File: config.mk
export PLATFORM = sky130hd
export DESIGN_NAME = ex_dispatch
export DESIGN_NICKNAME = d
export VERILOG_FILES = /design/src/verilog/ex_pkg.sv /design/src/verilog/ex_dispatch.sv
export VERILOG_INCLUDE_DIRS = /design/src /design/src/include
export SDC_FILE = /design/constraint.sdc
export NUM_CORES = 1
export LEC_CHECK = 0
export BUFFER_PORTS_ARGS = -buffer_cell sky130_fd_sc_hd__buf_2
export CAP_MARGIN = 5
export CORE_AREA = 2 2 188 190
export DETAILED_ROUTE_END_ITERATION = 10
export DIE_AREA = 0 0 190 192
export GPL_TIMING_DRIVEN = 0
export PLACE_DENSITY = 0.58
export SETUP_SLACK_MARGIN = 0.2
export SKIP_CTS_REPAIR_TIMING = 1
export SYNTH_ARGS = -nofsm -noshare
export SYNTH_HDL_FRONTEND = slang
export SYNTH_SLANG_ARGS = --single-unit
File: constraint.sdc
create_clock -name cpu_clock_i -period 31.9 [get_ports cpu_clock_i]
set_input_delay 1.595 -clock cpu_clock_i [delete_from_list [all_inputs] [get_ports cpu_clock_i]]
set_output_delay 1.595 -clock cpu_clock_i [all_outputs]
set_load 0.02 [all_outputs]
File: src/include/ex_macros.svh
`ifndef EX_MACROS_SVH
`define EX_MACROS_SVH

// Data path width
`define XLEN_W 32

// Physical register index, 64 registers
`define PREG_W 6

// ROB tag width
`define ROB_W 5

// Word address PC, byte PC is this value with two zero bits appended
`define PC_W 30

// Depth of the ALU result queue in the completion merger
`define CQ_DEPTH 4

`endif

File: src/verilog/ex_pkg.sv
package ex_pkg;

    // ALU view of the opcode field
    typedef struct packed {
        logic [2:0] spare;
        logic       alt;                            // SUB over ADD, SRA over SRL
        logic [2:0] funct3;
    } ex_alu_opc_t;

    // Branch view of the opcode field
    typedef struct packed {
        logic [3:0] spare;
        logic [2:0] cond;                           // 0 BEQ, 1 BNE, 4 BLT, 5 BGE, 6 BLTU, 7 BGEU
    } ex_bnch_opc_t;

    // The same 7 bits decode as ALU function or as branch condition
    typedef union packed {
        ex_alu_opc_t  alu;
        ex_bnch_opc_t bnch;
    } ex_opc_u;

endpackage

File: src/verilog/ex_dispatch.sv
`timescale 1ns/1ps
`include "ex_macros.svh"

module ex_dispatch (
    input  logic               cpu_clock_i,
    input  logic               rst_i,
    input  logic               flush_i,
    input  logic               valid_i,
    input  logic               ready_i,
    input  logic [`ROB_W-1:0]  rob_id_i,
    input  logic [4:0]         ins_type_i,     // 0 ALU, 1 JAL, 2 JALR, 3 LUI, 4 AUIPC
    input  ex_pkg::ex_opc_u    opc_i,
    input  logic               imm_sel_i,
    input  logic [`XLEN_W-1:0] immediate_i,
    input  logic [`PREG_W-1:0] rs1_i,
    input  logic [`PREG_W-1:0] rs2_i,
    input  logic [`PREG_W-1:0] dest_i,
    input  logic [`PC_W-1:0]   pc_i,
    input  logic [1:0]         bm_pred_i,
    input  logic               btb_vld_i,
    input  logic [`PC_W-1:0]   btb_target_i,
    input  logic [`XLEN_W-1:0] rs1_data_i,
    input  logic [`XLEN_W-1:0] rs2_data_i,
    output logic [`PREG_W-1:0] rs1_o,
    output logic [`PREG_W-1:0] rs2_o,
    output logic               alu_valid_o,
    output logic [`XLEN_W-1:0] alu_a_o,
    output logic [`XLEN_W-1:0] alu_b_o,
    output ex_pkg::ex_opc_u    alu_opc_o,
    output logic [`ROB_W-1:0]  alu_rob_o,
    output logic [`PREG_W-1:0] alu_dest_o,
    output logic               bnch_valid_o,
    output logic [`XLEN_W-1:0] bnch_op1_o,
    output logic [`XLEN_W-1:0] bnch_op2_o,
    output logic [`XLEN_W-1:0] bnch_offset_o,
    output logic [`PC_W-1:0]   bnch_pc_o,
    output logic [4:0]         bnch_type_o,
    output ex_pkg::ex_opc_u    bnch_opc_o,
    output logic [`ROB_W-1:0]  bnch_rob_o,
    output logic [`PREG_W-1:0] bnch_dest_o,
    output logic               bnch_pred_taken_o,
    output logic [`PC_W-1:0]   bnch_pred_target_o,
    output logic               wakeup_valid_o,
    output logic [`PREG_W-1:0] wakeup_dest_o
);

    logic accept;
    logic pred_taken;

    assign accept     = valid_i & ready_i & ~flush_i;
    assign pred_taken = btb_vld_i & (bm_pred_i[1] | ins_type_i[1] | ins_type_i[2]);

    assign rs1_o = rs1_i;                          // Operands are read in the issue cycle
    assign rs2_o = rs2_i;

    always_ff @(posedge cpu_clock_i) begin
        if (rst_i) begin
            alu_valid_o    <= 1'b0;
            bnch_valid_o   <= 1'b0;
            wakeup_valid_o <= 1'b0;
        end else begin
            alu_valid_o    <= accept & ins_type_i[0];
            bnch_valid_o   <= accept & ~ins_type_i[0];
            wakeup_valid_o <= accept & (|ins_type_i);     // Conditional branches write nothing
        end
    end

    always_ff @(posedge cpu_clock_i) begin
        if (accept) begin
            alu_a_o            <= rs1_data_i;
            alu_b_o            <= imm_sel_i ? immediate_i : rs2_data_i;
            alu_opc_o          <= opc_i;
            alu_rob_o          <= rob_id_i;
            alu_dest_o         <= dest_i;
            bnch_op1_o         <= rs1_data_i;
            bnch_op2_o         <= rs2_data_i;
            bnch_offset_o      <= immediate_i;
            bnch_pc_o          <= pc_i;
            bnch_type_o        <= ins_type_i;
            bnch_opc_o         <= opc_i;
            bnch_rob_o         <= rob_id_i;
            bnch_dest_o        <= dest_i;
            bnch_pred_taken_o  <= pred_taken;
            bnch_pred_target_o <= btb_target_i;
            wakeup_dest_o      <= dest_i;
        end
    end

endmodule

==> flow_summary.json <==
{
  "io_pins": 483,
  "grt.overflow.total": 0,
  "holdWs_ns": 1.25,
  "placedCellCount": 1258,
  "grt_pass1_wl_mm": 29.9,
  "ys.flop_type": "edfxtp_1",
  "coreArea_um2": 34300,
  "vias": 4790,
  "peakVddDrop_v": 0.0000380,
  "synth_area_um2": 7530,
  "synth_top_area_cell": "edfxtp_1",
  "setup_slack_ns": 28.46,
  "synth-edff-count": 212,
  "yosys_warnings": 0,
  "start_kind": "input pin",
  "fin_crit_ns": 3.44,
  "synth.avg_cell_area_um2": 23.0,
  "yosys.area.top_type_share_pct": 84.5,
  "synth_area_leaders": "edfxtp_1 (85%), buf_4 (6.8%), mux2_4 (6.0%)",
  "via_per_inst": 3.68,
  "slew_violations": 0,
  "wl_met2_mm": 11.4,
  "cts_buffer_depth": 3,
  "gp_congestion": 0.767,
  "rsz0062_at_grt": "false",
  "grt_usage_pct": 11.1,
  "cp.required_ns": 30.31,
  "relSlewSlack_pct": 57.3,
  "drtIter0Drc": 179,
  "yosysSeqAreaShare_pct": 85.3,
  "hold_path_class": "input pin to flip-flop",
  "finalHoldViolCount": 0,
  "cp_slowest_cell": "buf_2",
  "highest_layer": "met5",
  "synthTopCellsByCount": "edfxtp_1 (212), buf_4 (68), mux2_4 (30)",
  "place_hpwl_mm": 17.8,
  "yosysUniqueCellTypes": 14,
  "intPower_mw": 0.515,
  "final_nets": 1030,
  "cts_buffers": 25,
  "place_area_um2": 10600,
  "numPortBuffers": 468,
  "fin_area_um2": 11400,
  "power_density_nw_per_um2": 59.0,
  "arrival_ns": 1.85,
  "tritoncts": "built",
  "cts.sinks": 215,
  "critPathMaxFanout": 1,
  "detail-route-antenna-nets": 0,
  "wl_met1_mm": 8.00,
  "std_cell_rows": 68,
  "postLayoutCoreUtil_pct": 33.2,
  "setup.worst_path.end_class": "primary output",
  "max_stage_delay_ns": 0.15,
  "crit_family": "buffers and inverters",
  "synth_seq_cells": 215,
  "synth_nets": 528,
  "dp_slack_ns": 28.33,
  "cts-root-buf": "clkbuf_16",
  "max_clock_freq_ghz": 0.291,
  "seq_power_share_pct": 49.2,
  "grt_pass1_vias": 4821,
  "dr.pass1.iters": 4,
  "yosysMostFrequentCell": "edfxtp_1",
  "fillers": 3449,
  "clockPowerShare_pct": 40.2,
  "antenna_found_initial": 3,
  "area.growth.synth_to_final_pct": 51.1,
  "crit_chain": "buf_4 > buf_2",
  "grt_max_degree": 35,
  "power_frac_comb_pct": 10.6,
  "cts.clk_slew.worst_paths_ns": 0.06,
  "drt-wirelength-per-cell_um": 17.1,
  "die_x_um": 190,
  "power_mw": 0.671,
  "start_util_pct": 22.0,
  "die_h_um": 192,
  "swShare_pct": 23.3,
  "path_class": "input pin to primary output",
  "p_switching_mw": 0.156,
  "post-route-period-util_pct": 10.8,
  "async_flop_share_pct": 0,
  "p_leak_nw": 4.89,
  "tightest_slew_ns": 0.639,
  "path_buf_inv": 2,
  "htreeDepth": 1,
  "routed_wl_mm": 22.3,
  "outcome": "finished, final reports clean",
  "finalSetupViolCount": 0,
  "route.met3.wl_mm": 2.39,
  "synth_cells": 328,
  "instances_no_fill": 1303,
  "setup_tns_ns": 0,
  "die_area_um2": 36500,
  "drv_cap": 0,
  "drc": 0,
  "antenna_cells": 0,
  "drive_above_1_share_pct": 72.3
}
## placed cells by master, fill, tap and decap left out, types with 2 or more instances in the layout
cell type	instances
clkinvlp_4	3
clkbuf_16	25
dfxtp_1	3
edfxtp_1	212
buf_12	8
mux2_4	30
buf_16	2
nor2_1	2
clkinv_2	2
mux2_2	2
buf_4	68
clkinv_1	11
buf_2	468
bufinv_16	2
## flip-flops by register name (all words and copies together) (netlist names)
register	flops
wakeup_valid_o	1
bnch_pred_target_o	30
bnch_op1_o	32
bnch_type_o	5
bnch_opc_o	7
wakeup_dest_o	6
bnch_pred_taken_o	1
bnch_rob_o	5
bnch_op2_o	32
bnch_pc_o	30
alu_b_o	32
bnch_valid_o	1
bnch_offset_o	32
alu_valid_o	1
## path summary, 6_finish.rpt
path	startpoint	to	slack, ns	cells past startpoint
worst max-delay path	rs2_i[0]	rs2_o[0]	28.46	2
worst min-delay path	pc_i[2]	bnch_pc_o[2]	1.25	1
## final cells by class
cell class                      count  area [um^2]  share of cell area [%]
Clock inverter                     19          143                    1.25
Buffer                             72          582                    5.11
Sequential cell                   215         6430                    56.5
Tap cell                          455          569                    5.00
Multi-Input combinational cell     40          527                    4.63
Timing Repair Buffer              475         2500                    22.0
Inverter                            1         3.75                  0.0330
Clock buffer                       26          629                    5.53
## power groups by stage
stage	Clock, mW	Sequential, mW	Combinational (mW)
4_1_cts	0.279	0.330	0.0724
6_report	0.269	0.330	0.0713
2_1_floorplan	0	0.356	0.0209
3_5_place_dp	0	0.336	0.0723
5_1_grt	0.290	0.331	0.0758
3_3_place_gp	0	0.340	0.0694
## per-layer routing
layer | up-vias | GRT usage (%)
li1 | 2193 | -
met1 | 2270 | 12.3
met2 | 290 | 20.0
met3 | 33 | 4.42
met4 | 4 | 2.80
met5 | - | 0
## kinds of logic after synthesis
| group | count (synthesis) | synth area share [%] |
|---|---|---|
| AND/OR/NAND/NOR | 6 | 0.432 |
| AO/OA/AOI/OAI | 2 | 0.183 |
| flip-flops | 215 | 85.3 |
| buffers and inverters | 73 | 7.78 |
| multiplexers | 32 | 6.28 |
Power figures use the tool's default switching activity.
