### src/include/ex_macros.svh
`ifndef EX_MACROS_SVH
`define EX_MACROS_SVH

// Data path width
`define XLEN_W 32

// Physical register index, 64 registers
`define PREG_W 6

// ROB tag width
`define ROB_W 5

// Word address PC, byte PC is this value with two zero bits appended
`define PC_W 30

// Depth of the ALU result queue in the completion merger
`define CQ_DEPTH 4

`endif

### src/verilog/ex_complete.sv
`timescale 1ns/1ps
`include "ex_macros.svh"

module ex_complete (
    input  logic               cpu_clock_i,
    input  logic               rst_i,
    input  logic               alu_valid_i,
    input  logic [`ROB_W-1:0]  alu_rob_i,
    input  logic [`PREG_W-1:0] alu_dest_i,
    input  logic [`XLEN_W-1:0] alu_result_i,
    input  logic               bnch_valid_i,
    input  logic [`ROB_W-1:0]  bnch_rob_i,
    input  logic [`PREG_W-1:0] bnch_dest_i,
    input  logic               bnch_wr_i,
    input  logic [`XLEN_W-1:0] bnch_result_i,
    input  logic               bnch_redirect_i,
    input  logic [`PC_W-1:0]   bnch_target_i,
    output logic               ready_o,
    output logic               cmpl_valid_o,
    output logic [`ROB_W-1:0]  cmpl_rob_o,
    output logic [`PREG_W-1:0] cmpl_dest_o,
    output logic               cmpl_wr_o,
    output logic [`XLEN_W-1:0] cmpl_data_o,
    output logic               cmpl_redirect_o,
    output logic [`PC_W-1:0]   cmpl_target_o
);

    localparam int PTR_W = $clog2(`CQ_DEPTH);

    logic [`ROB_W-1:0]  q_rob  [`CQ_DEPTH];
    logic [`PREG_W-1:0] q_dest [`CQ_DEPTH];
    logic [`XLEN_W-1:0] q_data [`CQ_DEPTH];
    logic [PTR_W-1:0]   head;
    logic [PTR_W-1:0]   tail;
    logic [PTR_W:0]     count;
    logic               use_head;
    logic               use_alu;
    logic               push;

    assign use_head = ~bnch_valid_i & (count != '0);
    assign use_alu  = ~bnch_valid_i & (count == '0) & alu_valid_i;   // Empty queue is bypassed
    assign push     = alu_valid_i & ~use_alu;
    assign ready_o  = (count <= (`CQ_DEPTH - 2));

    always_ff @(posedge cpu_clock_i) begin
        if (rst_i) begin
            head         <= '0;
            tail         <= '0;
            count        <= '0;
            cmpl_valid_o <= 1'b0;
        end else begin
            head         <= head + PTR_W'(use_head);
            tail         <= tail + PTR_W'(push);
            count        <= count + (PTR_W+1)'(push) - (PTR_W+1)'(use_head);
            cmpl_valid_o <= bnch_valid_i | use_head | use_alu;
        end
    end

    always_ff @(posedge cpu_clock_i) begin
        if (push) begin
            q_rob[tail]  <= alu_rob_i;
            q_dest[tail] <= alu_dest_i;
            q_data[tail] <= alu_result_i;
        end
        if (bnch_valid_i) begin                    // Branch results never wait
            cmpl_rob_o      <= bnch_rob_i;
            cmpl_dest_o     <= bnch_dest_i;
            cmpl_wr_o       <= bnch_wr_i;
            cmpl_data_o     <= bnch_result_i;
            cmpl_redirect_o <= bnch_redirect_i;
            cmpl_target_o   <= bnch_target_i;
        end else begin
            cmpl_rob_o      <= use_head ? q_rob[head] : alu_rob_i;
            cmpl_dest_o     <= use_head ? q_dest[head] : alu_dest_i;
            cmpl_wr_o       <= 1'b1;
            cmpl_data_o     <= use_head ? q_data[head] : alu_result_i;
            cmpl_redirect_o <= 1'b0;
            cmpl_target_o   <= '0;
        end
    end

endmodule

### config.mk
export PLATFORM = sky130hd
export DESIGN_NAME = ex_complete
export DESIGN_NICKNAME = d
export VERILOG_FILES = /design/src/verilog/ex_complete.sv
export VERILOG_INCLUDE_DIRS = /design/src /design/src/include
export SDC_FILE = /design/constraint.sdc
export NUM_CORES = 1
export LEC_CHECK = 0
export ABC_AREA = 1
export BUFFER_PORTS_ARGS = -buffer_cell sky130_fd_sc_hd__buf_2
export CORE_MARGIN = 2
export CORE_UTILIZATION = 55
export CTS_CLUSTER_DIAMETER = 40
export DETAILED_ROUTE_END_ITERATION = 10
export GPL_ROUTABILITY_DRIVEN = 0
export HOLD_SLACK_MARGIN = 0.15
export PLACE_DENSITY = 0.77
export SYNTH_ARGS = -nofsm -noshare
export SYNTH_HDL_FRONTEND = slang
export SYNTH_SLANG_ARGS = --single-unit
### constraint.sdc
create_clock -name cpu_clock_i -period 5.7 [get_ports cpu_clock_i]
set_clock_uncertainty 0.2 [all_clocks]
set_input_delay 0.57 -clock cpu_clock_i [delete_from_list [all_inputs] [get_ports cpu_clock_i]]
set_output_delay 0.57 -clock cpu_clock_i [all_outputs]
set_load 0.05 [all_outputs]
==> results.cfg <==
[status]
run_status = finished, final reports clean

[synthesis]
mapped_area_mm2 = 0.0106
ys_top_cells_by_area = sky130_fd_sc_hd__edfxtp_1 (49%), sky130_fd_sc_hd__dfxtp_1 (16%), sky130_fd_sc_hd__nand2_1 (15%)
synth_cell_types = 21
syn-num-nets = 1272
synth.avg_cell_area_um2 = 9.25
synth_flop_cell = sky130_fd_sc_hd__edfxtp_1
synth.largest_area_cell = sky130_fd_sc_hd__edfxtp_1
postSynthCellCount = 1144
top_cells_by_instance_count_after_synthesis = sky130_fd_sc_hd__nand2_1 (419), sky130_fd_sc_hd__inv_1 (257), sky130_fd_sc_hd__edfxtp_1 (172)
synthesis.yosys.warnings = 0
synth_enable_flop_cells = 172
synth_top_area_share_pct = 48.8
ys_ff_latch = 255
async_flop_share_pct = 0
synth-seq-area-share_pct = 64.5
count_leader_synth = sky130_fd_sc_hd__nand2_1

[power]
total_leakage_power_uw = 0.00692
cellInternalPower_uw = 4050
p_total_uw = 6330
power_frac_clock_pct = 33.1
p_sw_uw = 2280
logic_pwr_share_pct = 28.2
vdd_ir_drop_max_v = 0.000295
pwr_density_cell_mw_per_mm2 = 461
sequential_power_share_pct = 38.7
power_switching_share_pct = 36.0

[setup_path]
arrival_ns = 3.00
worst-setup-path-type = reg2reg
critical-path-top-delay-family = simple AND/OR/NAND/NOR gates
path_max_fanout = 46
crit_start = count[2]
timing.critical_path.from_type = flip-flop
crit-reg2reg-launch = count[2]
slowest_delay_ns = 0.79
timing.critical_path.required_ns = 5.63
critical_path.slowest_cell = sky130_fd_sc_hd__nor3_2
critical_path_buf_inv_count = 2
timing.critical_path.to_type = flip-flop
timing.critical_path.cells = inv_2 -> nand3_1 -> nand2_1 -> nor3_2 -> buf_4

[clock_network]
cts_resized = 0
clk_latency_ns = 0.50
clk_root_buffer_cell = sky130_fd_sc_hd__clkbuf_16
htree_num_levels = 2
number_of_buffers_added_for_setup_after_cts = 0
clkSlewWorstSetupHoldPaths_ns = 0.05
cts_made_buffers = 37
max-clock-path-buffers = 3
cts_num_sinks = 255
cts_tree = built
number_of_hold_repair_buffers_added_at_the_cts_stage = 91

[placement]
dp_hpwl_mm = 13.5
numPortBuffers = 198
post-place-cells = 1534

[timing]
timing_worst_slew_pin_value_ns = 1.16
finalHoldViolCount = 0
setup_tns_ns = 0
period_share_pct = 53.9
report.final.setup_viol = 0
max-slew-margin-rel_pct = 22.5
slew_viol_final = 0
grt_setup_unrepaired = no
final_period_minus_worst_setup_slack_ns = 3.07
achievable_frequency_mhz = 326

[routing]
post_detailed_route_count_of_antenna_violating_nets = 0
drt_first_iter_violations = 593
detail_route.first_pass.iterations = 5
detailroute.via_count = 8228
via_per_inst = 4.87
drt_wl_total_mm = 25.8
wl_per_cell_um = 15.3
residual_drc_count = 0

[grt]
grt_pass1_vias = 8431
groute.usage.overall_pct = 25.8
grt_first_pass_wirelength_mm = 41.1
grt_start_max_net_pins = 89
grt_overflow_total = 0
antenna_found_initial = 0

[finish]
layout-area-overhead-vs-synth_pct = 29.8
num_antenna_cells = 0
final_layout_size_suffix_gt1_share_pct = 19.3
final_standard_cell_count_with_taps_included_and_fillers_excluded = 1690
final_nets = 1558

[die]
num_io_pins = 199
die-height_um = 143
floorplan.initialDensity_pct = 56.4
fp.dieArea_mm2 = 0.0204
core_mm2 = 0.0188
rows = 50
die_width_um = 143

[min_path]
min_path_type = in2reg
min_from = bnch_result_i[6]

[job]
max_cap_viol_count = 0
==> worst min-delay path: stages <==
cell and delay [ns]:
sky130_fd_sc_hd__buf_2 0.08, sky130_fd_sc_hd__nand2_1 0.04, sky130_fd_sc_hd__nand2_1 0.05, sky130_fd_sc_hd__inv_1 0.04
sky130_fd_sc_hd__nand2_1 0.05
==> cells in the final DEF, fill, tap and decap left out, types with 2 or more instances in the layout <==
master                          count
sky130_fd_sc_hd__clkinv_1           2
sky130_fd_sc_hd__clkinv_2           6
sky130_fd_sc_hd__nand4_1           43
sky130_fd_sc_hd__nor3_2             4
sky130_fd_sc_hd__inv_6              4
sky130_fd_sc_hd__edfxtp_1         172
sky130_fd_sc_hd__clkbuf_16         37
sky130_fd_sc_hd__buf_2            198
sky130_fd_sc_hd__dfxtp_1           81
sky130_fd_sc_hd__clkinv_4           4
sky130_fd_sc_hd__nor2_1             7
sky130_fd_sc_hd__clkinvlp_4         5
sky130_fd_sc_hd__dlygate4sd3_1     91
sky130_fd_sc_hd__buf_4             11
sky130_fd_sc_hd__nand3_1           87
sky130_fd_sc_hd__nand2_1          419
sky130_fd_sc_hd__ha_1               5
sky130_fd_sc_hd__bufinv_16          2
sky130_fd_sc_hd__or2_2              2
sky130_fd_sc_hd__xnor2_1            3
sky130_fd_sc_hd__clkbuf_1           5
sky130_fd_sc_hd__inv_1            257
sky130_fd_sc_hd__inv_2              4
==> final timing paths <==
kind	end	slack (ns)	cells after the start
max	q_data[1][14]	2.63	5
min	cmpl_data_o[6]	0.16	5
max reg2reg	q_data[1][14]	2.63	5
min reg2reg	tail[1]	0.40	2
==> stage by stage <==
stage | cell area, µm² | setup slack [ns] | hold WS [ns] | utilization, %
4_1_cts | 13700 | 2.54 | 0.150 | 73.2
6_report | 13700 | 2.63 | 0.162 | 73.2
3_5_place_dp | 11700 | 2.30 | 0.387 | 62.2
5_1_grt | 13700 | 2.42 | 0.162 | 73.2
3_3_place_gp | 11700 | 2.35 | 0.372 | 62.2
2_1_floorplan | 10600 | 1.22 | 0.328 | -
==> registers in the layout (all words and copies together) (netlist names), 3 cells and up <==
signal	flops
cmpl_data_o	32
q_data	128
count	3
cmpl_rob_o	5
cmpl_dest_o	6
cmpl_target_o	30
q_rob	20
q_dest	24
==> power groups by stage <==
stage                     logic (µW)  clock network [µW]  registers (µW)
final                           1780                2100            2450
after global routing            1970                2210            2480
after CTS                       1790                2130            2450
after detailed placement        1730                   0            2490
after global placement          1690                   0            2480
after floorplan                  896                   0            2900
==> metal layers <==
layer | vias up | GRT usage [%] | wire [µm]
met1 | 3757 | 30.6 | 10200
met2 | 340 | 46.5 | 13000
li1 | 4089 | - | -
met4 | 0 | 8.08 | 462
met3 | 42 | 5.90 | 2080
met5 | - | 0 | 0
==> logic make-up after synthesis <==
| kind of cell | share of synthesized area, % |
|---|---|
| buffers and inverters | 12.0 |
| and+or+nand+nor | 22.2 |
| adders and majority gates | 0.780 |
| xor gates and xnor gates | 0.248 |
| AOI/OAI and AO/OA | 0.201 |
| DFF | 64.5 |
==> layout make-up <==
| class | count | area, µm² |
|---|---|---|
| Sequential cell | 255 | 6830 |
| Fill cell | 1301 | 5030 |
| Multi-Input combinational cell | 575 | 2500 |
| Timing Repair Buffer | 300 | 1980 |
| Inverter | 261 | 980 |
| Clock buffer | 42 | 945 |
| Tap cell | 234 | 293 |
| Clock inverter | 23 | 205 |
No activity file was read; power rests on OpenSTA's default activity.
