--- src/include/ex_macros.svh ---
`ifndef EX_MACROS_SVH
`define EX_MACROS_SVH

// Data path width
`define XLEN_W 32

// Physical register index, 64 registers
`define PREG_W 6

// ROB tag width
`define ROB_W 5

// Word address PC, byte PC is this value with two zero bits appended
`define PC_W 30

// Depth of the ALU result queue in the completion merger
`define CQ_DEPTH 4

`endif

--- src/verilog/ex_pkg.sv ---
package ex_pkg;

    // ALU view of the opcode field
    typedef struct packed {
        logic [2:0] spare;
        logic       alt;                            // SUB over ADD, SRA over SRL
        logic [2:0] funct3;
    } ex_alu_opc_t;

    // Branch view of the opcode field
    typedef struct packed {
        logic [3:0] spare;
        logic [2:0] cond;                           // 0 BEQ, 1 BNE, 4 BLT, 5 BGE, 6 BLTU, 7 BGEU
    } ex_bnch_opc_t;

    // The same 7 bits decode as ALU function or as branch condition
    typedef union packed {
        ex_alu_opc_t  alu;
        ex_bnch_opc_t bnch;
    } ex_opc_u;

endpackage

--- src/verilog/ex_alu.sv ---
`timescale 1ns/1ps
`include "ex_macros.svh"

module ex_alu (
    input  logic               cpu_clock_i,
    input  logic               rst_i,
    input  logic               flush_i,
    input  logic               valid_i,
    input  logic [`XLEN_W-1:0] a_i,
    input  logic [`XLEN_W-1:0] b_i,
    input  ex_pkg::ex_opc_u    opc_i,
    input  logic [`ROB_W-1:0]  rob_i,
    input  logic [`PREG_W-1:0] dest_i,
    output logic               valid_o,
    output logic [`ROB_W-1:0]  rob_o,
    output logic [`PREG_W-1:0] dest_o,
    output logic [`XLEN_W-1:0] result_o
);

    logic [4:0]         shamt;
    logic [`XLEN_W-1:0] res;

    assign shamt = b_i[4:0];

    always_comb begin
        case (opc_i.alu.funct3)
            3'd0: res = opc_i.alu.alt ? (a_i - b_i) : (a_i + b_i);
            3'd1: res = a_i << shamt;
            3'd2: res = {31'd0, $signed(a_i) < $signed(b_i)};
            3'd3: res = {31'd0, a_i < b_i};
            3'd4: res = a_i ^ b_i;
            3'd5: res = opc_i.alu.alt ? $unsigned($signed(a_i) >>> shamt) : (a_i >> shamt);
            3'd6: res = a_i | b_i;
            default: res = a_i & b_i;
        endcase
    end

    always_ff @(posedge cpu_clock_i) begin
        if (rst_i) begin
            valid_o <= 1'b0;
        end else begin
            valid_o <= valid_i & ~flush_i;
        end
    end

    always_ff @(posedge cpu_clock_i) begin
        rob_o    <= rob_i;
        dest_o   <= dest_i;
        result_o <= res;
    end

endmodule

--- config.mk ---
export PLATFORM = sky130hd
export DESIGN_NAME = ex_alu
export DESIGN_NICKNAME = d
export VERILOG_FILES = /design/src/verilog/ex_pkg.sv /design/src/verilog/ex_alu.sv
export VERILOG_INCLUDE_DIRS = /design/src /design/src/include
export SDC_FILE = /design/constraint.sdc
export NUM_CORES = 1
export LEC_CHECK = 0
export ABC_CLOCK_PERIOD_IN_PS = 4720
export BUFFER_PORTS_ARGS = -buffer_cell sky130_fd_sc_hd__buf_2
export CAP_MARGIN = 20
export CORE_MARGIN = 3
export CORE_UTILIZATION = 39
export DETAILED_ROUTE_END_ITERATION = 10
export HOLD_SLACK_MARGIN = 0.08
export PLACE_DENSITY = 0.56
export SYNTH_ARGS = -nofsm -noshare
export SYNTH_HDL_FRONTEND = slang
export SYNTH_SLANG_ARGS = --single-unit
--- constraint.sdc ---
create_clock -name cpu_clock_i -period 4.72 [get_ports cpu_clock_i]
set_input_delay 0.944 -clock cpu_clock_i [delete_from_list [all_inputs] [get_ports cpu_clock_i]]
set_output_delay 0.944 -clock cpu_clock_i [all_outputs]
set_load 0.01 [all_outputs]
==> results of run 1 <==
## how the worst max path moves through the flow
stage | from | end
2_1_floorplan | b_i[2] | result_o[26]$_DFF_P_
3_3_place_gp | a_i[9] | result_o[29]$_DFF_P_
3_5_place_dp | a_i[9] | result_o[29]$_DFF_P_
4_1_cts | a_i[9] | result_o[29]$_DFF_P_
5_1_grt | a_i[9] | result_o[29]$_DFF_P_
6_report | a_i[0] | result_o[0]$_DFF_P_
## logic make-up after synthesis
| kind of cell | after synthesis | synth area share, % |
|---|---|---|
| AOI/OAI and AO/OA | 457 | 31.65 |
| and+or+nand+nor | 382 | 18.29 |
| buffers and inverters | 198 | 8.948 |
| adders and majority gates | 105 | 14.06 |
| muxes | 91 | 15.70 |
| DFF | 44 | 9.318 |
| xor gates and xnor gates | 22 | 2.038 |
## placed cells by master (no fill, tap or decap), types with 14 or more instances in the layout
cell	instances
ha_1	103
o21ai_1	35
o21ai_0	46
xnor2_1	20
mux4_2	44
mux2i_1	41
o211ai_1	17
nor3_1	19
nand3_1	18
buf_4	33
buf_2	125
nand2_1	84
dfxtp_1	44
nor2_1	181
inv_1	89
a31oi_1	14
a21oi_1	172
a221oi_1	14
## flip-flops by register name, summed over array words and instances, names as in the netlist
register and flops:
valid_o 1, rob_o 5, result_o 32, dest_o 6
## through the flow
step | hold WS [ns] | instances | util [%] | power (W) | area (µm²)
floorplan | 0.9717 | 1299 | - | 0.001220 | 9453
global placement | 1.046 | 1677 | 43.54 | 0.001607 | 10280
detailed placement | 1.048 | 1677 | 43.54 | 0.001605 | 10280
CTS | 0.7354 | 1685 | 44.17 | 0.001988 | 10430
global route | 0.7293 | 1685 | 44.17 | 0.002122 | 10430
finish | 0.7422 | 1685 | 44.17 | 0.001999 | 10430
## Yosys cell counts, types with 25 or more instances
| library cell | number |
|---|---|
| o21ai_0 | 46 |
| mux4_2 | 44 |
| o21ai_1 | 35 |
| a21oi_1 | 172 |
| ha_1 | 103 |
| dfxtp_1 | 44 |
| buf_2 | 25 |
| inv_1 | 90 |
| mux2i_1 | 41 |
| nand2_1 | 84 |
| clkbuf_1 | 45 |
| nor2_1 | 181 |
## power by group through the flow
stage / clock [W] / combinational (W) / sequential, W
floorplan: 0 / 0.000762 / 0.000458
global placement: 0 / 0.00118 / 0.000432
detailed placement: 0 / 0.00117 / 0.000432
CTS: 0.000383 / 0.00118 / 0.000424
global route: 0.000396 / 0.00130 / 0.000428
finish: 0.000369 / 0.00121 / 0.000424
## layer usage
metal | up-vias | GRT usage, % | part of all wire, %
met2 | 583 | 47.66 | 45
met3 | 102 | 3.953 | 7.7
met5 | - | 0 | 0
met1 | 4987 | 39.71 | 41
li1 | 4897 | - | -
met4 | 0 | 14.08 | 5.6
## critical path, cell delays in order
cell      delay (ns)
buf_2           0.14
inv_1           0.10
ha_1            0.23
fa_1            0.41
o21bai_2        0.21
a32oi_2         0.16
a31oi_2         0.41
a41oi_1         0.17
nand3_1         0.30
a41o_1          0.29
a21oi_1         0.10
o221ai_1        0.39
a31oi_1         0.15
## layout make-up
| cell class | instances | area (µm²) |
|---|---|---|
| fillers | 2462 | 13180 |
| inverters | 98 | 367.9 |
| multi-input cells | 1057 | 7739 |
| clock buffers | 6 | 138.9 |
| clock inverters | 2 | 10.01 |
| flip-flops and latches | 44 | 880.8 |
| well taps | 319 | 399.1 |
| repair buffers | 159 | 893.4 |
==> results.sh, run 1 <==
export IMPL_synth_async_sr_flop_share_pct=0
export IMPL_rsz0062_at_grt="no"
export IMPL_status="complete, no violations"
export IMPL_worstHoldStart="rob_i[2]"
export IMPL_grt_first_pass_wirelength_um=60660
export IMPL_report_final_slew_viol_count=0
export IMPL_postRouteWirelength_um=39940
export IMPL_crit_fanout=5
export IMPL_hpwl_um=31290
export IMPL_period_share_pct=81.61
export IMPL_io_pins=130
export IMPL_worstMarginPinSlew_ns=1.022
export IMPL_cts_resized=0
export IMPL_synth_edf_count=0
export IMPL_initial_core_util_pct=40.03
export IMPL_internal_power_w=0.001068
export IMPL_cts_setup_buffers=0
export IMPL_synth_yosys_seq_area_share_pct=9.318
export IMPL_ys_ff_latch=44
export IMPL_n_antenna_cell=0
export IMPL_final_setup_viol_count=0
export IMPL_synthFlopType="dfxtp_1"
export IMPL_fp_dieH_um=161.7
export IMPL_root_buffer="clkbuf_16"
export IMPL_numClockSinks=44
export IMPL_dp_slack_ns=0.5856
export IMPL_coreArea_um2=23610
export IMPL_vias_per_cell=6.272
export IMPL_cts_hold_buffers=0
export IMPL_min_path_type="in2reg"
export IMPL_grt_pass1_vias=9993
export IMPL_clk_pin_slew_ns=0.07
export IMPL_routed_via_count=10569
export IMPL_p_sw_share_pct=46.56
export IMPL_ir_worst_vdd_mv=0.1204
export IMPL_drtIter0Drc=1111
export IMPL_synth_cell_types=95
export IMPL_synth_top_cell_area_share_pct=13.63
export IMPL_worst_slack_ns=0.8681
export IMPL_first_pass_iters=7
export IMPL_synthCells=1299
export IMPL_slew_headroom_pct=31.46
export IMPL_overflow=0
export IMPL_power_density_nw_per_um2=191.7
export IMPL_drive_above_1_share_pct=18.67
export IMPL_worst_ep_arrival_time_ns=4.03
export IMPL_grt_max_degree=75
export IMPL_drv_cap=0
export IMPL_rows=56
export IMPL_hold_violations=0
export IMPL_gr_usage_all_layers_pct=29.71
export IMPL_endpoint_kind="flop"
export IMPL_drc=0
export IMPL_area_growth_pct=10.32
export IMPL_crit_type="in2reg"
export IMPL_postRouteAntennaNets=0
export IMPL_p_clk_share_pct=18.5
export IMPL_syn_avg_cell_area_um2=7.277
export IMPL_whs_path_depth=1
export IMPL_numCtsBuffers=5
export IMPL_antenna_found_initial=0
export IMPL_cts_max_level=2
export IMPL_p_seq_share_pct=21.2
export IMPL_pwr_share_comb_pct=60.3
export IMPL_die_x_um=161.7
export IMPL_clock_path_buffers=2
export IMPL_cp_required_ns=4.89
export IMPL_worstHoldEndpoint="rob_o[2]$_DFF_P_"
export IMPL_nets=1556
export IMPL_dieArea_um2=26140
export IMPL_cts_tree="built"
export IMPL_fmax_mhz=259.6
export IMPL_ys_warn_count=0
export IMPL_p_switching_w=0.0009308
export IMPL_period_needed_ns=3.852
export IMPL_globalplace_congestion=1.031
export IMPL_ys_top_cells_by_area="ha_1, mux4_2, dfxtp_1"
export IMPL_synth_area_um2=9453
export IMPL_setup_worst_path_start_class="primary input"
export IMPL_io_buffers=126
export IMPL_synth_nets=1490
export IMPL_synth_top_area_cell="ha_1"
export IMPL_setup_tns_ns=0
export IMPL_leakage_nw=4.653
export IMPL_wl_per_cell_um=23.70
Note: power is estimated with default switching activity, not from simulation.
==> run 2: changes to the inputs <==
- ABC_CLOCK_PERIOD_IN_PS: 4720 -> 3600
- clock period: 4.72 -> 3.6 ns (I/O delays scaled with it)
==> run 2 against run 1 <==
Compared with the run above:
- clock power grew 50%
- critical endpoint is now result_o[28]$_DFF_P_
- cell count is 5.4% higher
- core utilization grew 3.0 points
- highest routed layer is now met5
- largest power group unchanged
- sequential share of layout area down 0.53 points
- die area is the same
- critical path depth grew 2
- hold slack worse by 0.23 ns
- combinational power up 40%
- setup slack lost 0.63 ns
- cell area up 6.7%
==> results.sh, run 2 (synthesis gave the netlist of run 1 again) <==
export IMPL_fmax_mhz=297.2
export IMPL_drtIter0Drc=1261
export IMPL_power_density_nw_per_um2=252.6
export IMPL_worst_ep_arrival_time_ns=3.56
export IMPL_finalPower_w=0.002812
export IMPL_setup_tns_ns=0
export IMPL_rsz0062_at_grt="no"
export IMPL_p_switching_w=0.001264
export IMPL_die_x_um=161.7
export IMPL_worstMarginPinSlew_ns=0.7438
export IMPL_min_path_type="in2reg"
export IMPL_pwr_share_comb_pct=60.5
export IMPL_n_antenna_cell=0
export IMPL_cts_max_level=2
export IMPL_antenna_found_initial=1
export IMPL_setup_worst_path_start_class="primary input"
export IMPL_final_setup_viol_count=0
export IMPL_leakage_nw=5.093
export IMPL_nets=1647
export IMPL_drc=0
export IMPL_globalplace_congestion=1.015
export IMPL_layout_commonest_cell="nor2_1"
export IMPL_cp_slowest_cell="o31a_1"
export IMPL_final_cell_mix="nor2_1, a21oi_1, buf_2, buf_4, ha_1"
export IMPL_wl_per_cell_um=23.15
export IMPL_crit_type="in2reg"
export IMPL_crit_path_cell_trace="buf_2 -> clkinv_1 -> ha_1 -> buf_4 -> o211ai_1 -> a21oi_1 -> buf_4 -> o41ai_2 -> buf_4 -> a21oi_1 -> o31a_1 -> a211oi_2 -> a21oi_1 -> nor3b_1 -> nor3b_1"
export IMPL_hold_violations=0
export IMPL_numClockSinks=44
export IMPL_cts_setup_buffers=0
export IMPL_crit_fanout=3
export IMPL_cpPeakStageDelay_ns=0.37
export IMPL_multiInputGateArea_um2=7739
export IMPL_dieArea_um2=26140
export IMPL_seqCellArea_um2=880.8
export IMPL_critPathTopFamily="compound AO/OA/AOI/OAI gates"
export IMPL_top_register="result_o"
export IMPL_status="complete, no violations"
export IMPL_root_buffer="clkbuf_16"
export IMPL_vias_per_cell=6.077
export IMPL_grt_max_degree=75
export IMPL_critPathBufInv=5
export IMPL_n_fill_cell=2481
export IMPL_cts_hold_buffers=0
export IMPL_fp_dieH_um=161.7
export IMPL_p_sw_share_pct=44.96
export IMPL_largestRegisters="result_o: 32 flops, dest_o: 6 flops, rob_o: 5 flops"
export IMPL_postRouteWirelength_um=41120
export IMPL_gr_usage_all_layers_pct=30.46
export IMPL_grt_first_pass_wirelength_um=61820
export IMPL_internal_power_w=0.001548
export IMPL_endpoint_kind="flop"
export IMPL_grt_pass1_vias=10195
export IMPL_hpwl_um=32690
export IMPL_io_pins=130
export IMPL_slew_headroom_pct=50.41
export IMPL_clock_path_buffers=2
export IMPL_initial_core_util_pct=40.03
export IMPL_report_final_slew_viol_count=0
export IMPL_drv_cap=0
export IMPL_period_share_pct=93.48
export IMPL_cts_resized=0
export IMPL_overflow=0
export IMPL_crit_path_start="b_i[3]"
export IMPL_place_inst=1768
export IMPL_p_clk_share_pct=19.7
export IMPL_largest_reg_flops=32
export IMPL_first_pass_iters=6
export IMPL_coreArea_um2=23610
export IMPL_routed_via_count=10793
export IMPL_cp_required_ns=3.80
export IMPL_instances_no_fill=1776
export IMPL_cts_tree="built"
export IMPL_period_needed_ns=3.365
export IMPL_worstHoldStart="rob_i[4]"
export IMPL_io_buffers=126
export IMPL_postRouteAntennaNets=0
export IMPL_p_seq_share_pct=19.8
export IMPL_numCtsBuffers=5
export IMPL_area_growth_pct=17.75
export IMPL_clk_pin_slew_ns=0.08
export IMPL_drive_above_1_share_pct=23.75
export IMPL_rows=56
export IMPL_ir_worst_vdd_mv=0.1665
## run 2: changes by cell type in the layout (fill, tap and decap cells not counted), sizes merged
cell      before  now
buf          159  250
bufinv         0    1
clkbuf         6    5
clkinv         6    5
clkinvlp       0    1
## run 2: per-stage QoR
step                setup slack [ns]  hold slack [ns]  utilization, %  area, µm²
floorplan                    0.06570           0.7477               -       9454
global placement            0.002797           0.8217           46.43      10960
detailed placement          0.004478           0.8236           46.43      10960
CTS                           0.3054           0.5085           47.14      11130
global route                0.004366           0.5091           47.14      11130
finish                        0.2347           0.5132           47.14      11130
## run 2: power groups by stage
| stage | Sequential (W) | Clock (W) | Combinational, W |
|---|---|---|---|
| floorplan | 0.000600 | 0 | 0.000999 |
| global placement | 0.000568 | 0 | 0.00166 |
| detailed placement | 0.000568 | 0 | 0.00166 |
| CTS | 0.000558 | 0.000575 | 0.00167 |
| global route | 0.000563 | 0.000586 | 0.00183 |
| finish | 0.000557 | 0.000554 | 0.00170 |
## run 2: path summary, 6_finish.rpt
check | to | slack, ns | cells after the start
setup / recovery | result_o[28]$_DFF_P_ | 0.23 | 15
hold / removal | rob_o[4]$_DFF_P_ | 0.51 | 1
## run 2: layout make-up
type,count,area share [%]
tap,319,3.586
clock buffer,5,1.124
inverter,98,3.305
sequential,44,7.914
clock inverter,3,0.3822
multi-input combinational,1057,69.53
timing repair buffer,250,14.16
## run 2: routing by layer
| metal | part of all wire (%) | global-route usage, % |
|---|---|---|
| met5 | 0.032 | 0 |
| met4 | 4.3 | 11.71 |
| met3 | 6.8 | 3.086 |
| met2 | 46 | 51.00 |
| met1 | 43 | 40.66 |
==> run 3: changes to the inputs <==
- CELL_PAD_IN_SITES_DETAIL_PLACEMENT: unset -> 1
- CELL_PAD_IN_SITES_GLOBAL_PLACEMENT: unset -> 1
- PLACE_DENSITY: 0.56 -> 0.73
==> run 3 against run 2 <==
Compared with the run above:
- largest cell class unchanged
- hold slack got worse by 0.0070 ns
- count of clock-buffer cells in the layout did not move
- non-clock buffer count fell by 2
==> results.sh, run 3 (synthesis gave the netlist of run 1 again) <==
export IMPL_status="complete, no violations"
export IMPL_wl_per_cell_um=25.31
export IMPL_gr_usage_all_layers_pct=33.59
export IMPL_top_register="result_o"
export IMPL_globalplace_congestion=0.9859
export IMPL_coreArea_um2=23610
export IMPL_slew_headroom_pct=40.45
export IMPL_period_needed_ns=3.414
export IMPL_worstMarginPinSlew_ns=0.8932
export IMPL_place_area_um2=10970
export IMPL_io_pins=130
export IMPL_largest_reg_flops=32
export IMPL_largestRegisters="result_o: 32 flops, dest_o: 6 flops, rob_o: 5 flops"
export IMPL_cp_slowest_cell="fa_1"
export IMPL_fp_dieH_um=161.7
export IMPL_cp_required_ns=3.77
export IMPL_crit_path_cell_trace="buf_2 -> buf_4 -> ha_1 -> inv_1 -> fa_1 -> nand2b_1 -> a21oi_1 -> buf_4 -> o41ai_2 -> buf_4 -> a21oi_1 -> o31a_1 -> a211oi_2 -> a221oi_2 -> xnor2_1 -> o22ai_1"
export IMPL_leakage_nw=5.100
export IMPL_rows=56
export IMPL_grt_max_degree=76
export IMPL_cts_hold_buffers=0
export IMPL_path_common_cell="buf_4"
export IMPL_hpwl_um=35010
export IMPL_period_share_pct=94.84
export IMPL_cts_max_level=2
export IMPL_clock_path_buffers=2
export IMPL_fmax_mhz=292.9
export IMPL_crit_type="in2reg"
export IMPL_cts_resized=0
export IMPL_critPathBufInv=5
export IMPL_overflow=0
export IMPL_nets=1645
export IMPL_first_pass_iters=7
export IMPL_root_buffer="clkbuf_16"
export IMPL_vias_per_cell=6.352
export IMPL_area_growth_pct=17.91
export IMPL_drtIter0Drc=1398
export IMPL_numCtsBuffers=5
export IMPL_final_cell_mix="nor2_1, a21oi_1, buf_2, buf_4, ha_1"
export IMPL_worst_ep_arrival_time_ns=3.58
export IMPL_multiInputGateArea_um2=7739
export IMPL_setup_worst_path_start_class="primary input"
export IMPL_io_buffers=126
export IMPL_clk_pin_slew_ns=0.09
export IMPL_endpoint_kind="flop"
export IMPL_hold_violations=0
export IMPL_met2_usage_pct=51.52
export IMPL_n_antenna_cell=0
export IMPL_numClockSinks=44
export IMPL_min_path_type="in2reg"
export IMPL_final_setup_viol_count=0
export IMPL_setup_tns_ns=0
export IMPL_seqCellArea_um2=880.8
export IMPL_grt_util_met3_pct=6.809
export IMPL_rsz0062_at_grt="no"
export IMPL_cts_tree="built"
export IMPL_drv_cap=0
export IMPL_drc=0
export IMPL_place_inst=1766
export IMPL_power_density_nw_per_um2=259.3
export IMPL_initial_core_util_pct=40.03
export IMPL_report_final_slew_viol_count=0
export IMPL_antenna_found_initial=3
export IMPL_postRouteAntennaNets=0
export IMPL_hold_slack_ns=0.5062
export IMPL_instances_no_fill=1774
export IMPL_grt_pass1_vias=11344
export IMPL_drive_above_1_share_pct=23.71
export IMPL_crit_fanout=4
export IMPL_cts_setup_buffers=0
export IMPL_routed_via_count=11269
export IMPL_die_x_um=161.7
export IMPL_busiest_layer="met2"
export IMPL_critPathTopFamily="compound AO/OA/AOI/OAI gates"
export IMPL_postRouteWirelength_um=44900
export IMPL_cpPeakStageDelay_ns=0.39
export IMPL_stdcell_area_um2=11150
export IMPL_dieArea_um2=26140
export IMPL_use_met1_pct=47.30
export IMPL_layout_commonest_cell="nor2_1"
export IMPL_n_fill_cell=3081
export IMPL_ir_worst_vdd_mv=0.2129
export IMPL_grt_first_pass_wirelength_um=68100
## run 3: metal layers
metal  part of all wire (%)  vias up
li1                       -     5063
met1                     43     5530
met2                     44      570
met3                    9.1      100
met4                    3.5        6
met5                  0.080        -
## run 3: final timing paths
path / depth (start not counted) / startpoint / endpoint
max: 16 / a_i[0] / result_o[30]$_DFF_P_
min: 1 / dest_i[2] / dest_o[2]$_DFF_P_
## run 3: cell type report
type / instances / area share, %
Multi-Input combinational cell: 1057 / 69.43
Clock inverter: 3 / 0.4266
Clock buffer: 5 / 1.123
Inverter: 98 / 3.300
Timing Repair Buffer: 248 / 14.23
Tap cell: 319 / 3.581
Sequential cell: 44 / 7.903
## run 3: through the flow
| stage | power [W] | utilization (%) | worst slack, ns |
|---|---|---|---|
| global route | 0.003055 | 47.20 | 0.02792 |
| floorplan | 0.001600 | - | 0.06570 |
| detailed placement | 0.002257 | 46.47 | -0.06192 |
| finish | 0.002890 | 47.20 | 0.1859 |
| CTS | 0.002862 | 47.20 | 0.2517 |
| global placement | 0.002227 | 46.47 | -0.03434 |
## run 3: power breakdown
part / internal (W) / leakage, nW / switching (W)
clock: 0.000332 / 0.0840 / 0.000261
sequential: 0.000544 / 0.370 / 0.0000135
combinational: 0.000679 / 4.65 / 0.00106
total: 0.00155 / 5.10 / 0.00133
